**src/rtl/multicore_defines.svh**
```systemverilog
`ifndef MULTICORE_DEFINES_SVH
`define MULTICORE_DEFINES_SVH

// Number of summing cores in the array.
`define MC_CORES 4

// Samples per block, one block per core in rotation.
`define MC_BLOCK_LEN 4

`define MC_RELEASE_GAP 12 // Cycles between core releases.

`define MC_SAMPLE_W 31 // Signed sample and sum width.

`endif

```
**src/rtl/multicore_pkg.sv**
```systemverilog
`default_nettype none

`include "multicore_defines.svh"

package multicore_pkg;

	typedef logic signed [`MC_SAMPLE_W-1:0] sample_t;

	// Core number, kept at least one bit wide.
	typedef logic [$clog2(`MC_CORES > 1 ? `MC_CORES : 2)-1:0] core_idx_t;

	typedef logic [$clog2(`MC_BLOCK_LEN > 1 ? `MC_BLOCK_LEN : 2)-1:0] beat_cnt_t;

	typedef enum logic {
		CORE_ACCUM, // Summing the current block.
		CORE_HOLD   // Sum waits for the collector.
	} core_state_e;

endpackage

`default_nettype wire

```
**src/rtl/core_link_if.sv**
```systemverilog
`default_nettype none

interface core_link_if;
	import multicore_pkg::*;

	logic sample_valid;
	sample_t sample_data;
	logic sample_last; // Final beat of a block.
	logic sample_ready;

	logic result_valid;
	sample_t result_data;
	logic result_ready;

	modport dispatcher (
		output sample_valid,
		output sample_data,
		output sample_last,
		input sample_ready
	);

	modport core (
		input sample_valid,
		input sample_data,
		input sample_last,
		output sample_ready,
		output result_valid,
		output result_data,
		input result_ready
	);

	modport collector (
		input result_valid,
		input result_data,
		output result_ready
	);

endinterface

`default_nettype wire

```
**src/rtl/reset_sequencer.sv**
```systemverilog
`default_nettype none

`include "multicore_defines.svh"

module reset_sequencer (
	input logic clk,
	input logic reset,
	output logic [`MC_CORES-1:0] core_reset
);
	import multicore_pkg::*;

	localparam int GAP_W = $clog2(`MC_RELEASE_GAP + 1);

	logic [GAP_W-1:0] gap_cnt;
	core_idx_t rel_idx; // Next core to release.
	logic done;

	always_ff @(posedge clk) begin
		if (reset) begin
			core_reset <= '1;
			gap_cnt <= '0;
			rel_idx <= '0;
			done <= 1'b0;
		end else if (!done) begin
			if (gap_cnt == GAP_W'(`MC_RELEASE_GAP - 1)) begin
				gap_cnt <= '0;
				core_reset[rel_idx] <= 1'b0;
				rel_idx <= rel_idx + 1'b1;
				if (rel_idx == core_idx_t'(`MC_CORES - 1)) begin
					done <= 1'b1; // All cores running.
				end
			end else begin
				gap_cnt <= gap_cnt + 1'b1;
			end
		end
	end

endmodule

`default_nettype wire

```
**src/rtl/sample_dispatcher.sv**
```systemverilog
`default_nettype none

`include "multicore_defines.svh"

module sample_dispatcher (
	input logic clk,
	input logic reset,
	input logic wb_cyc,
	input logic wb_stb,
	input logic wb_we,
	input multicore_pkg::sample_t wb_dat,
	output logic wb_ack,
	core_link_if.dispatcher links [`MC_CORES]
);
	import multicore_pkg::*;

	core_idx_t cur_core;
	beat_cnt_t beat;
	logic req;
	logic take;
	logic last_beat;
	logic [`MC_CORES-1:0] ready_vec;

	// Master still holds the write in the ack cycle.
	assign req = wb_cyc && wb_stb && wb_we && !wb_ack;
	assign last_beat = (beat == beat_cnt_t'(`MC_BLOCK_LEN - 1));
	assign take = req && ready_vec[cur_core];

	for (genvar k = 0; k < `MC_CORES; k++) begin : g_link
		assign links[k].sample_valid = req && (cur_core == core_idx_t'(k));
		assign links[k].sample_data = wb_dat;
		assign links[k].sample_last = last_beat;
		assign ready_vec[k] = links[k].sample_ready;
	end

	always_ff @(posedge clk) begin
		if (reset) begin
			wb_ack <= 1'b0;
			cur_core <= '0;
			beat <= '0;
		end else begin
			wb_ack <= take;
			if (take) begin
				if (last_beat) begin
					beat <= '0;
					if (cur_core == core_idx_t'(`MC_CORES - 1)) begin
						cur_core <= '0;
					end else begin
						cur_core <= cur_core + 1'b1; // Next block, next core.
					end
				end else begin
					beat <= beat + 1'b1;
				end
			end
		end
	end

	assert property (@(posedge clk) disable iff (reset)
		wb_ack |-> wb_cyc && wb_stb);

endmodule

`default_nettype wire

```
**src/rtl/block_core.sv**
```systemverilog
`default_nettype none

`include "multicore_defines.svh"

module block_core (
	input logic clk,
	input logic core_reset,
	core_link_if.core link
);
	import multicore_pkg::*;

	core_state_e state;
	sample_t acc;
	sample_t sum_next;
	sample_t result_q;
	logic ready_q;
	logic take;

	assign take = link.sample_valid && link.sample_ready;
	assign sum_next = acc + link.sample_data; // Wraps at the sample width.

	assign link.sample_ready = ready_q;
	assign link.result_valid = (state == CORE_HOLD);
	assign link.result_data = result_q;

	always_ff @(posedge clk) begin
		if (core_reset) begin
			state <= CORE_ACCUM;
			acc <= '0;
			ready_q <= 1'b0;
		end else begin
			case (state)
				CORE_ACCUM: begin
					ready_q <= 1'b1;
					if (take) begin
						if (link.sample_last) begin
							state <= CORE_HOLD;
							ready_q <= 1'b0;
						end else begin
							acc <= sum_next;
						end
					end
				end
				CORE_HOLD: begin
					if (link.result_ready) begin
						state <= CORE_ACCUM;
						acc <= '0; // Fresh block.
						ready_q <= 1'b1;
					end
				end
				default: begin
					state <= CORE_ACCUM;
					ready_q <= 1'b0;
				end
			endcase
		end
	end

	always_ff @(posedge clk) begin
		if (take && link.sample_last) begin
			result_q <= sum_next;
		end
	end

	assert property (@(posedge clk) disable iff (core_reset)
		state == CORE_HOLD |-> !take);

	assert property (@(posedge clk) disable iff (core_reset)
		link.result_valid && !link.result_ready |=>
			link.result_valid && $stable(link.result_data));

endmodule

`default_nettype wire

```
**src/rtl/result_collector.sv**
```systemverilog
`default_nettype none

`include "multicore_defines.svh"

module result_collector (
	input logic clk,
	input logic reset,
	core_link_if.collector links [`MC_CORES],
	output logic out_valid,
	output multicore_pkg::sample_t out_data,
	output multicore_pkg::core_idx_t out_core,
	input logic out_ready
);
	import multicore_pkg::*;

	core_idx_t next_core; // Owner of the next block in order.
	logic can_load;
	logic take;
	logic [`MC_CORES-1:0] valid_vec;
	sample_t data_vec [`MC_CORES];

	assign can_load = !out_valid || out_ready; // Register empty or draining.
	assign take = can_load && valid_vec[next_core];

	for (genvar k = 0; k < `MC_CORES; k++) begin : g_link
		assign links[k].result_ready = can_load && (next_core == core_idx_t'(k));
		assign valid_vec[k] = links[k].result_valid;
		assign data_vec[k] = links[k].result_data;
	end

	always_ff @(posedge clk) begin
		if (reset) begin
			out_valid <= 1'b0;
			next_core <= '0;
		end else if (take) begin
			out_valid <= 1'b1;
			if (next_core == core_idx_t'(`MC_CORES - 1)) begin
				next_core <= '0;
			end else begin
				next_core <= next_core + 1'b1;
			end
		end else if (out_ready) begin
			out_valid <= 1'b0;
		end
	end

	always_ff @(posedge clk) begin
		if (take) begin
			out_data <= data_vec[next_core];
			out_core <= next_core;
		end
	end

	assert property (@(posedge clk) disable iff (reset)
		out_valid && !out_ready |=>
			out_valid && $stable(out_data) && $stable(out_core));

endmodule

`default_nettype wire

```
**src/rtl/multicore.sv**
```systemverilog
`default_nettype none

`include "multicore_defines.svh"

module multicore (
	input logic clk,
	input logic reset,
	input logic wb_cyc,
	input logic wb_stb,
	input logic wb_we,
	input multicore_pkg::sample_t wb_dat,
	output logic wb_ack,
	output logic out_valid,
	output multicore_pkg::sample_t out_data,
	output multicore_pkg::core_idx_t out_core,
	input logic out_ready
);

	logic [`MC_CORES-1:0] core_reset; // One staggered reset per core.

	core_link_if links [`MC_CORES] ();

	reset_sequencer u_reset_sequencer (
		.clk(clk),
		.reset(reset),
		.core_reset(core_reset)
	);

	sample_dispatcher u_sample_dispatcher (
		.clk(clk),
		.reset(reset),
		.wb_cyc(wb_cyc),
		.wb_stb(wb_stb),
		.wb_we(wb_we),
		.wb_dat(wb_dat),
		.wb_ack(wb_ack),
		.links(links)
	);

	for (genvar k = 0; k < `MC_CORES; k++) begin : g_core
		block_core u_block_core (
			.clk(clk),
			.core_reset(core_reset[k]),
			.link(links[k])
		);
	end

	result_collector u_result_collector (
		.clk(clk),
		.reset(reset),
		.links(links),
		.out_valid(out_valid),
		.out_data(out_data),
		.out_core(out_core),
		.out_ready(out_ready)
	);

endmodule

`default_nettype wire

```
**config.mk**
```make
export PLATFORM = sky130hd
export DESIGN_NAME = multicore
export DESIGN_NICKNAME = d
export VERILOG_FILES = /design/src/rtl/multicore_pkg.sv /design/src/rtl/core_link_if.sv /design/src/rtl/reset_sequencer.sv /design/src/rtl/sample_dispatcher.sv /design/src/rtl/block_core.sv /design/src/rtl/result_collector.sv /design/src/rtl/multicore.sv
export VERILOG_INCLUDE_DIRS = /design/src /design/src/rtl
export SDC_FILE = /design/constraint.sdc
export NUM_CORES = 1
export LEC_CHECK = 0
export BUFFER_PORTS_ARGS = -buffer_cell sky130_fd_sc_hd__buf_2
export CORE_ASPECT_RATIO = 0.9
export CORE_UTILIZATION = 67
export DETAILED_ROUTE_END_ITERATION = 8
export PLACE_DENSITY = 0.86
export REMOVE_ABC_BUFFERS = 1
export SETUP_SLACK_MARGIN = 0.2
export SLEW_MARGIN = 25
export SYNTH_ARGS = -nofsm -noshare
export SYNTH_HDL_FRONTEND = slang
export SYNTH_SLANG_ARGS = --single-unit
export TNS_END_PERCENT = 20
```
**constraint.sdc**
```tcl
create_clock -name clk -period 5.7 [get_ports clk]
set_input_delay 0.57 -clock clk [delete_from_list [all_inputs] [get_ports clk]]
set_output_delay 0.57 -clock clk [all_outputs]
set_load 0.1 [all_outputs]
```
Yosys cells after proc, flatten, opt, wreduce, memory -nomap -nowiden. Index checks and enable logic that the tools add are counted.

Logic and storage cells: 164. Input port bits: 37. Flip-flop bits (word level): 308. Output and inout port bits: 35.

Muxes and demuxes: 60. Reduce and logical (&&, ||, !) cells: 34. Eq/ne operators: 21. Bitwise gates (word level): 8. Order comparisons: 5. $add $sub $neg: 9.

Operators by type and width (count): 2-to-1 mux 31 bit (14); case mux 31 bit (2 select lines) (4); adder 31 bit (4); binary-select mux 31 bit (select 2 bit) (1); 2-to-1 mux 1 bit (26); logical AND 1 bit (22); inequality test 2 x 1 -> 1 bit, second input constant (8); case mux 1 bit (2 select lines) (8); == test 2 bit, second input constant (6); AND reduction 3 bit (4); less-than comparator 2 x 3 -> 1 bit, second input constant (3); adder 2 x 1 -> 2 bit, second input constant (4); inequality test 2 bit, second input constant (4); 2-to-1 mux 2 bit (3); inverter 1 bit (5); adder 4 x 1 -> 4 bit, second input constant (1); AND 4 bit (1); binary-select mux 1 bit (select 2 bit) (2); == test 2 x 1 -> 1 bit, second input constant (2); == test 4 bit, second input constant (1); zero test 2 bit (2); 2-to-1 mux 4 bit (1); inverter 4 bit (1); AND reduction 2 bit (2); 7 further kinds (8).

Longest topological paths before layout.
Word-level depth: 7. Mapped depth: 12. Depth with buffers taken out: 12.

Cells and area by module. Synthesis repeated with hierarchy kept, for this count alone.

Cells, all modules: 1881. Area total of the unflattened synthesis: 19103.3 um^2.

By module, submodules not included: block_core (g_core[0].u_block_core ...) (cells each 381, area each 3792.4 um^2, times used 2); block_core (g_core[2].u_block_core) (cells each 403, area each 3888.7 um^2, times used 1); block_core (g_core[3].u_block_core) (cells each 407, area each 3878.7 um^2, times used 1); result_collector (cells each 101, area each 1988.2 um^2, times used 1); sample_dispatcher (cells each 161, area each 1290.0 um^2, times used 1); reset_sequencer (cells each 47, area each 473.0 um^2, times used 1).

Worst setup path before layout. Ideal clock, no wire load.

Path type: in2reg. From: input port wb_dat[0]. To: register g_core[3].u_block_core.acc[28]. Stages on the path: 12. Required time: 5.583 ns. Slack: 2.621 ns. Path buffers: 0. Data arrival time: 2.962 ns. Library setup time: 0.117 ns. Path through: ha_1 > fa_1 > a211oi_2 > o211ai_1 > o211ai_1 > a21boi_1 > a31o_2 > a221o_1 > a21oi_2 > o221ai_2 > xor2_1 > a22o_1.

Cells in the longest elaborated chain, start to end: 4.

Ends and longest elaborated chain: from (decl) (line multicore.sv:11) `input multicore_pkg::sample_t wb_dat,`; adder 31 bit (line block_core.sv:20) `assign sum_next = acc + link.sample_data;`; named net g_core[3].u_block_core.sum_next[28] (line block_core.sv:14) `sample_t sum_next;`; 2-to-1 mux 31 bit (line block_core.sv:36) `if (link.sample_last) begin`; 2-to-1 mux 31 bit (line block_core.sv:35) `if (take) begin`; case mux 31 bit (2 select lines) (line block_core.sv:32) `case (state)`; to (signal assigned) (line block_core.sv:40) `acc <= sum_next;`; to (decl) (line block_core.sv:13) `sample_t acc;`.

The timed path passes the listed nets, and every way through them passes these cells. The select of a mux whose other input is x is not followed. A chain may end at the register's enable or synchronous reset.

Worst setup path after layout.
From: register g_core[3].u_block_core.acc[0]. To: register g_core[3].u_block_core.acc[28].

Cells in the longest elaborated chain, start to end: 4.

Ends and longest elaborated chain (line): adder 31 bit (block_core.sv:20); named net g_core[3].u_block_core.sum_next[28] (block_core.sv:14); 2-to-1 mux 31 bit (block_core.sv:36); 2-to-1 mux 31 bit (block_core.sv:35); case mux 31 bit (2 select lines) (block_core.sv:32).

The timed path passes the listed nets, and every way through them passes these cells. The select of a mux whose other input is x is not followed.

==> impl_results.md <==
* Total Die Area at 25700 um^2
* Endpoint required time on the critical path at 6.14 ns
* Final critical path time including I/O delays and setup at 3.12 ns
* Total area of sequential cells at 7740 um^2
* Primary FF master, synth: edfxtp_1
* Chain of cells forming the critical path: ha_1 -> fa_1 -> a211oi_2 -> o211ai_1 -> o211ai_1 -> a21boi_1 -> a31o_2 -> a221o_1 -> a21oi_2 -> o221ai_2 -> xor2_1 -> a22o_1
* Async set-or-reset flop fraction in the synthesized netlist at 0%
* Site Rows at 54
* RSZ-0062 raised after global routing: no
* Critical-path cell with the highest stage delay: fa_1
* Met2 Wirelength at 18300 um
* Relative max-transition margin at 31.3%
* Hold bufs inserted after CTS at 0
* Clock power share at 43.3%
* Share of the clock period used by the worst path after layout at 54.7%
* Synth warn at 0
* Proportion of total power due to net switching at 22.7%
* Flip-flop and latch count after synthesis at 308
* Half-perimeter wire length after detailed placement at 31600 um
* Post-cts gate resize count at 0
* Global-route total usage across every layer at 33.8%
* Pre-CTS worst setup slack at 2.16 ns
* Clock network latency to the later pin of the worst-skew pair at 0.56 ns
* Worst-case hold path end point: u_reset_sequencer.gap_cnt[1]$_SDFFE_PP0N_
* Slew of the pin with the lowest slew margin at 1.03 ns
* Least setup slack across all paths after layout at 2.58 ns
* Cts bufs inserted at 31
* Gate count after technology mapping at 1525
* Hold path cells at 2
* TritonCTS clock tree: yes
* Bufs and invs on worst path at 0
* Number of antenna violations at the first check in global routing at 0
* Sum of overflow across all layers after global routing at 0
* Number of top-level pins at 72
* Worst reg-to-reg setup slack at 2.58 ns
* Total power at 4.52 mW
* Worst min-delay path class: input pin to register
* Sum Neg Setup Slack at 0 ns
* Upper clock frequency limit at 320 MHz
* Remaining DRCs at 0
* Routability-driven placement congestion ratio at 0.987
* Critical path start-end classification: register to register
* Htree depth at 1
* Global-route wire length before repair at 66800 um
* Clock root buffer master: clkbuf_16
* Routed length on met1 at 18300 um
* Static Leak at 7.56 nW
* Sort of element at the start of the critical path: register
* Worst clock skew on the final layout at 0.0145 ns
* Via Count at 13000
* Path depth of the worst reg2reg path at 12
* Chip Height at 152 um
* Initial Util at 68.8%
* Hold Violations, Final at 0
* First-pass DRT Iterations at 5
* Number of global-route vias before repair at 12100
* Share of total power in sequential cells at 51.4%
* Cell seen most often among critical-path stages: o211ai_1
* Critical Path End Type: register
* Sequential fraction of the synthesis area at 46.1%
* Critical path fanouts, max at 4
* Drt initial violations at 1655
* Antenna cells at 0
* Power density of the placed cells at 244 nW/um^2
* Final Routed Wirelength at 43100 um
* Net switching power at 1.03 mW
* Start point of the worst hold path: reset
* Share of post-route cells with drive strength above 1 at 13.5%
* Number of distinct library cells after synthesis at 82
* Cell-internal power at 3.49 mW
* Syn-to-layout area delta at 10.3%
* Cell class contributing the biggest share of worst-path delay: compound AO/OA/AOI/OAI gates
* Average cell area after synthesis at 11.0 um^2
* Destination of the worst register-to-register timing path: g_core[3].u_block_core.acc[28]$_SDFFE_PP0P_
* Setup repair bufs after CTS at 0
* Largest buffer count on any clock path at 3
* Highest routed metal layer: met4
* EDFF count, synth at 157
* Vias per Instance at 6.66
* Number of nets still failing antenna checks after routing at 0
* Share of total power in combinational logic at 5.3%
* Multi-input combinational cell area at 8710 um^2
* Cell Area, Synth at 16800 um^2
* Highest ir drop seen on vdd at 0.223 mV
* Net count, final at 1760
* Detailed-route wire length per cell at 22.1 um
* Number of port buffers at 71
* Most frequent standard cell in the layout excluding fill and tap cells: edfxtp_1
* Origin of the critical flop-to-flop path: g_core[3].u_block_core.acc[0]$_SDFFE_PP0P_
* Commonest cells after routing, fill and taps aside: edfxtp_1 (157), dfxtp_1 (149), ha_1 (134)
* Largest net degree at the start of global routing at 38
* Final cell utilization of the core at 75.9%
* Crit path largest cell delay at 0.43 ns
* Worst-path clk slew at 0.06 ns
* Number of fill cells in the layout at 1581
* Result of the run: finished clean
* Clock sink total at 308
* Placeable core region at 24400 um^2
* Die W at 169 um
* Arrival @ worst endpoint at 3.57 ns
* Fin. max-slew vios at 0
* Setup violators final at 0
* WL met3 at 5500 um
* Max-cap violation count at 0
[synthesized netlist by cell type (4+ instances only)]
library cell / count / area share, %
a2111oi_2: 4 / 0.36
a211oi_1: 13 / 0.58
a21boi_0: 4 / 0.18
a21o_1: 81 / 3.6
a21oi_1: 101 / 3.0
a21oi_2: 6 / 0.31
a22o_1: 64 / 3.3
a22oi_1: 56 / 2.5
a311oi_1: 5 / 0.26
a31oi_1: 10 / 0.37
a41oi_1: 5 / 0.26
and2_1: 4 / 0.15
and3_1: 13 / 0.48
and4_1: 4 / 0.21
buf_2: 6 / 0.18
clkbuf_1: 50 / 1.1
dfxtp_1: 151 / 18
edfxtp_1: 157 / 28
fa_1: 4 / 0.48
ha_1: 134 / 10
inv_1: 33 / 0.74
mux2i_1: 4 / 0.24
mux4_2: 33 / 4.4
nand2_1: 82 / 1.8
nand2b_1: 15 / 0.56
nand3_1: 14 / 0.42
nand4_1: 14 / 0.52
nor2_1: 137 / 3.1
nor2b_1: 14 / 0.52
nor3_1: 21 / 0.63
o211ai_1: 13 / 0.58
o21a_1: 10 / 0.45
o21ai_0: 46 / 1.4
o21ai_1: 13 / 0.39
o21bai_1: 12 / 0.54
or3_1: 4 / 0.15
xnor2_1: 73 / 3.8
xor2_1: 43 / 2.2
[area by class of cell]
| type | instances | share of cell area, % |
|---|---|---|
| clock inverters | 18 | 0.649 |
| well taps | 336 | 2.27 |
| inverters | 33 | 0.669 |
| repair buffers | 91 | 2.95 |
| flip-flops and latches | 308 | 41.8 |
| clock buffers | 39 | 4.58 |
| multi-input cells | 1120 | 47.1 |
[power by group through the flow]
stage	Sequential, mW	Clock, mW	Combinational (mW)
after CTS	2.32	1.97	0.232
after global routing	2.32	2.05	0.258
after detailed placement	2.37	0	0.230
after global placement	2.37	0	0.222
final	2.32	1.96	0.240
after floorplan	2.37	0	0.148
[registers in the layout, summed over array words and instances (netlist names), 2 cells and up]
register	count
g_core.u_block_core.acc	124
g_core.u_block_core.link.result_data	124
g_core.u_block_core.link.result_valid	4
g_core.u_block_core.link.sample_ready	4
u_reset_sequencer.core_reset	4
u_reset_sequencer.gap_cnt	4
u_reset_sequencer.rel_idx	2
u_result_collector.next_core	2
u_result_collector.out_core	2
u_result_collector.out_data	31
u_sample_dispatcher.beat	2
u_sample_dispatcher.cur_core	2
[cell families (layout without fill, tap and decap cells)]
family	after synthesis	after routing	synth area share, %
AOI/OAI and AO/OA	486	486	20.7
xor gates and xnor gates	116	116	6.06
adders and majority gates	138	138	10.5
buffers and inverters	97	181	2.36
DFF	308	308	46.1
and+or+nand+nor	343	343	9.62
muxes	37	37	4.67
[per-layer routing]
layer  GRT usage, %  up-vias
met1           51.3     6174
met4           8.10        0
li1               -     5933
met2           49.6      747
met3           7.16       96
met5              0        -
[how the worst max path moves through the flow]
stage / from / end / slack, ns / depth (start not counted)
CTS: g_core[3].u_block_core.acc[0]$_SDFFE_PP0P_ / g_core[3].u_block_core.acc[28]$_SDFFE_PP0P_ / 2.60 / 12
finish: g_core[3].u_block_core.acc[0]$_SDFFE_PP0P_ / g_core[3].u_block_core.acc[28]$_SDFFE_PP0P_ / 2.58 / 12
global placement: wb_stb / g_core[2].u_block_core.acc[25]$_SDFFE_PP0P_ / 2.12 / 8
global route: g_core[2].u_block_core.acc[0]$_SDFFE_PP0P_ / g_core[2].u_block_core.link.result_data[30]$_DFFE_PP_ / 2.42 / 11
detailed placement: wb_dat[0] / g_core[3].u_block_core.acc[28]$_SDFFE_PP0P_ / 2.16 / 13
floorplan: u_result_collector.next_core[0]$_SDFFE_PP0P_ / g_core[2].u_block_core.acc[11]$_SDFFE_PP0P_ / 1.95 / 5
[through the flow]
step	std cells	area, um^2	hold slack [ns]
global route	1945	18500	0.414
global placement	1884	17500	0.459
finish	1945	18500	0.408
CTS	1943	18500	0.396
detailed placement	1886	17500	0.460
floorplan	1461	16500	0.443
(Power assumes the default switching activity.)
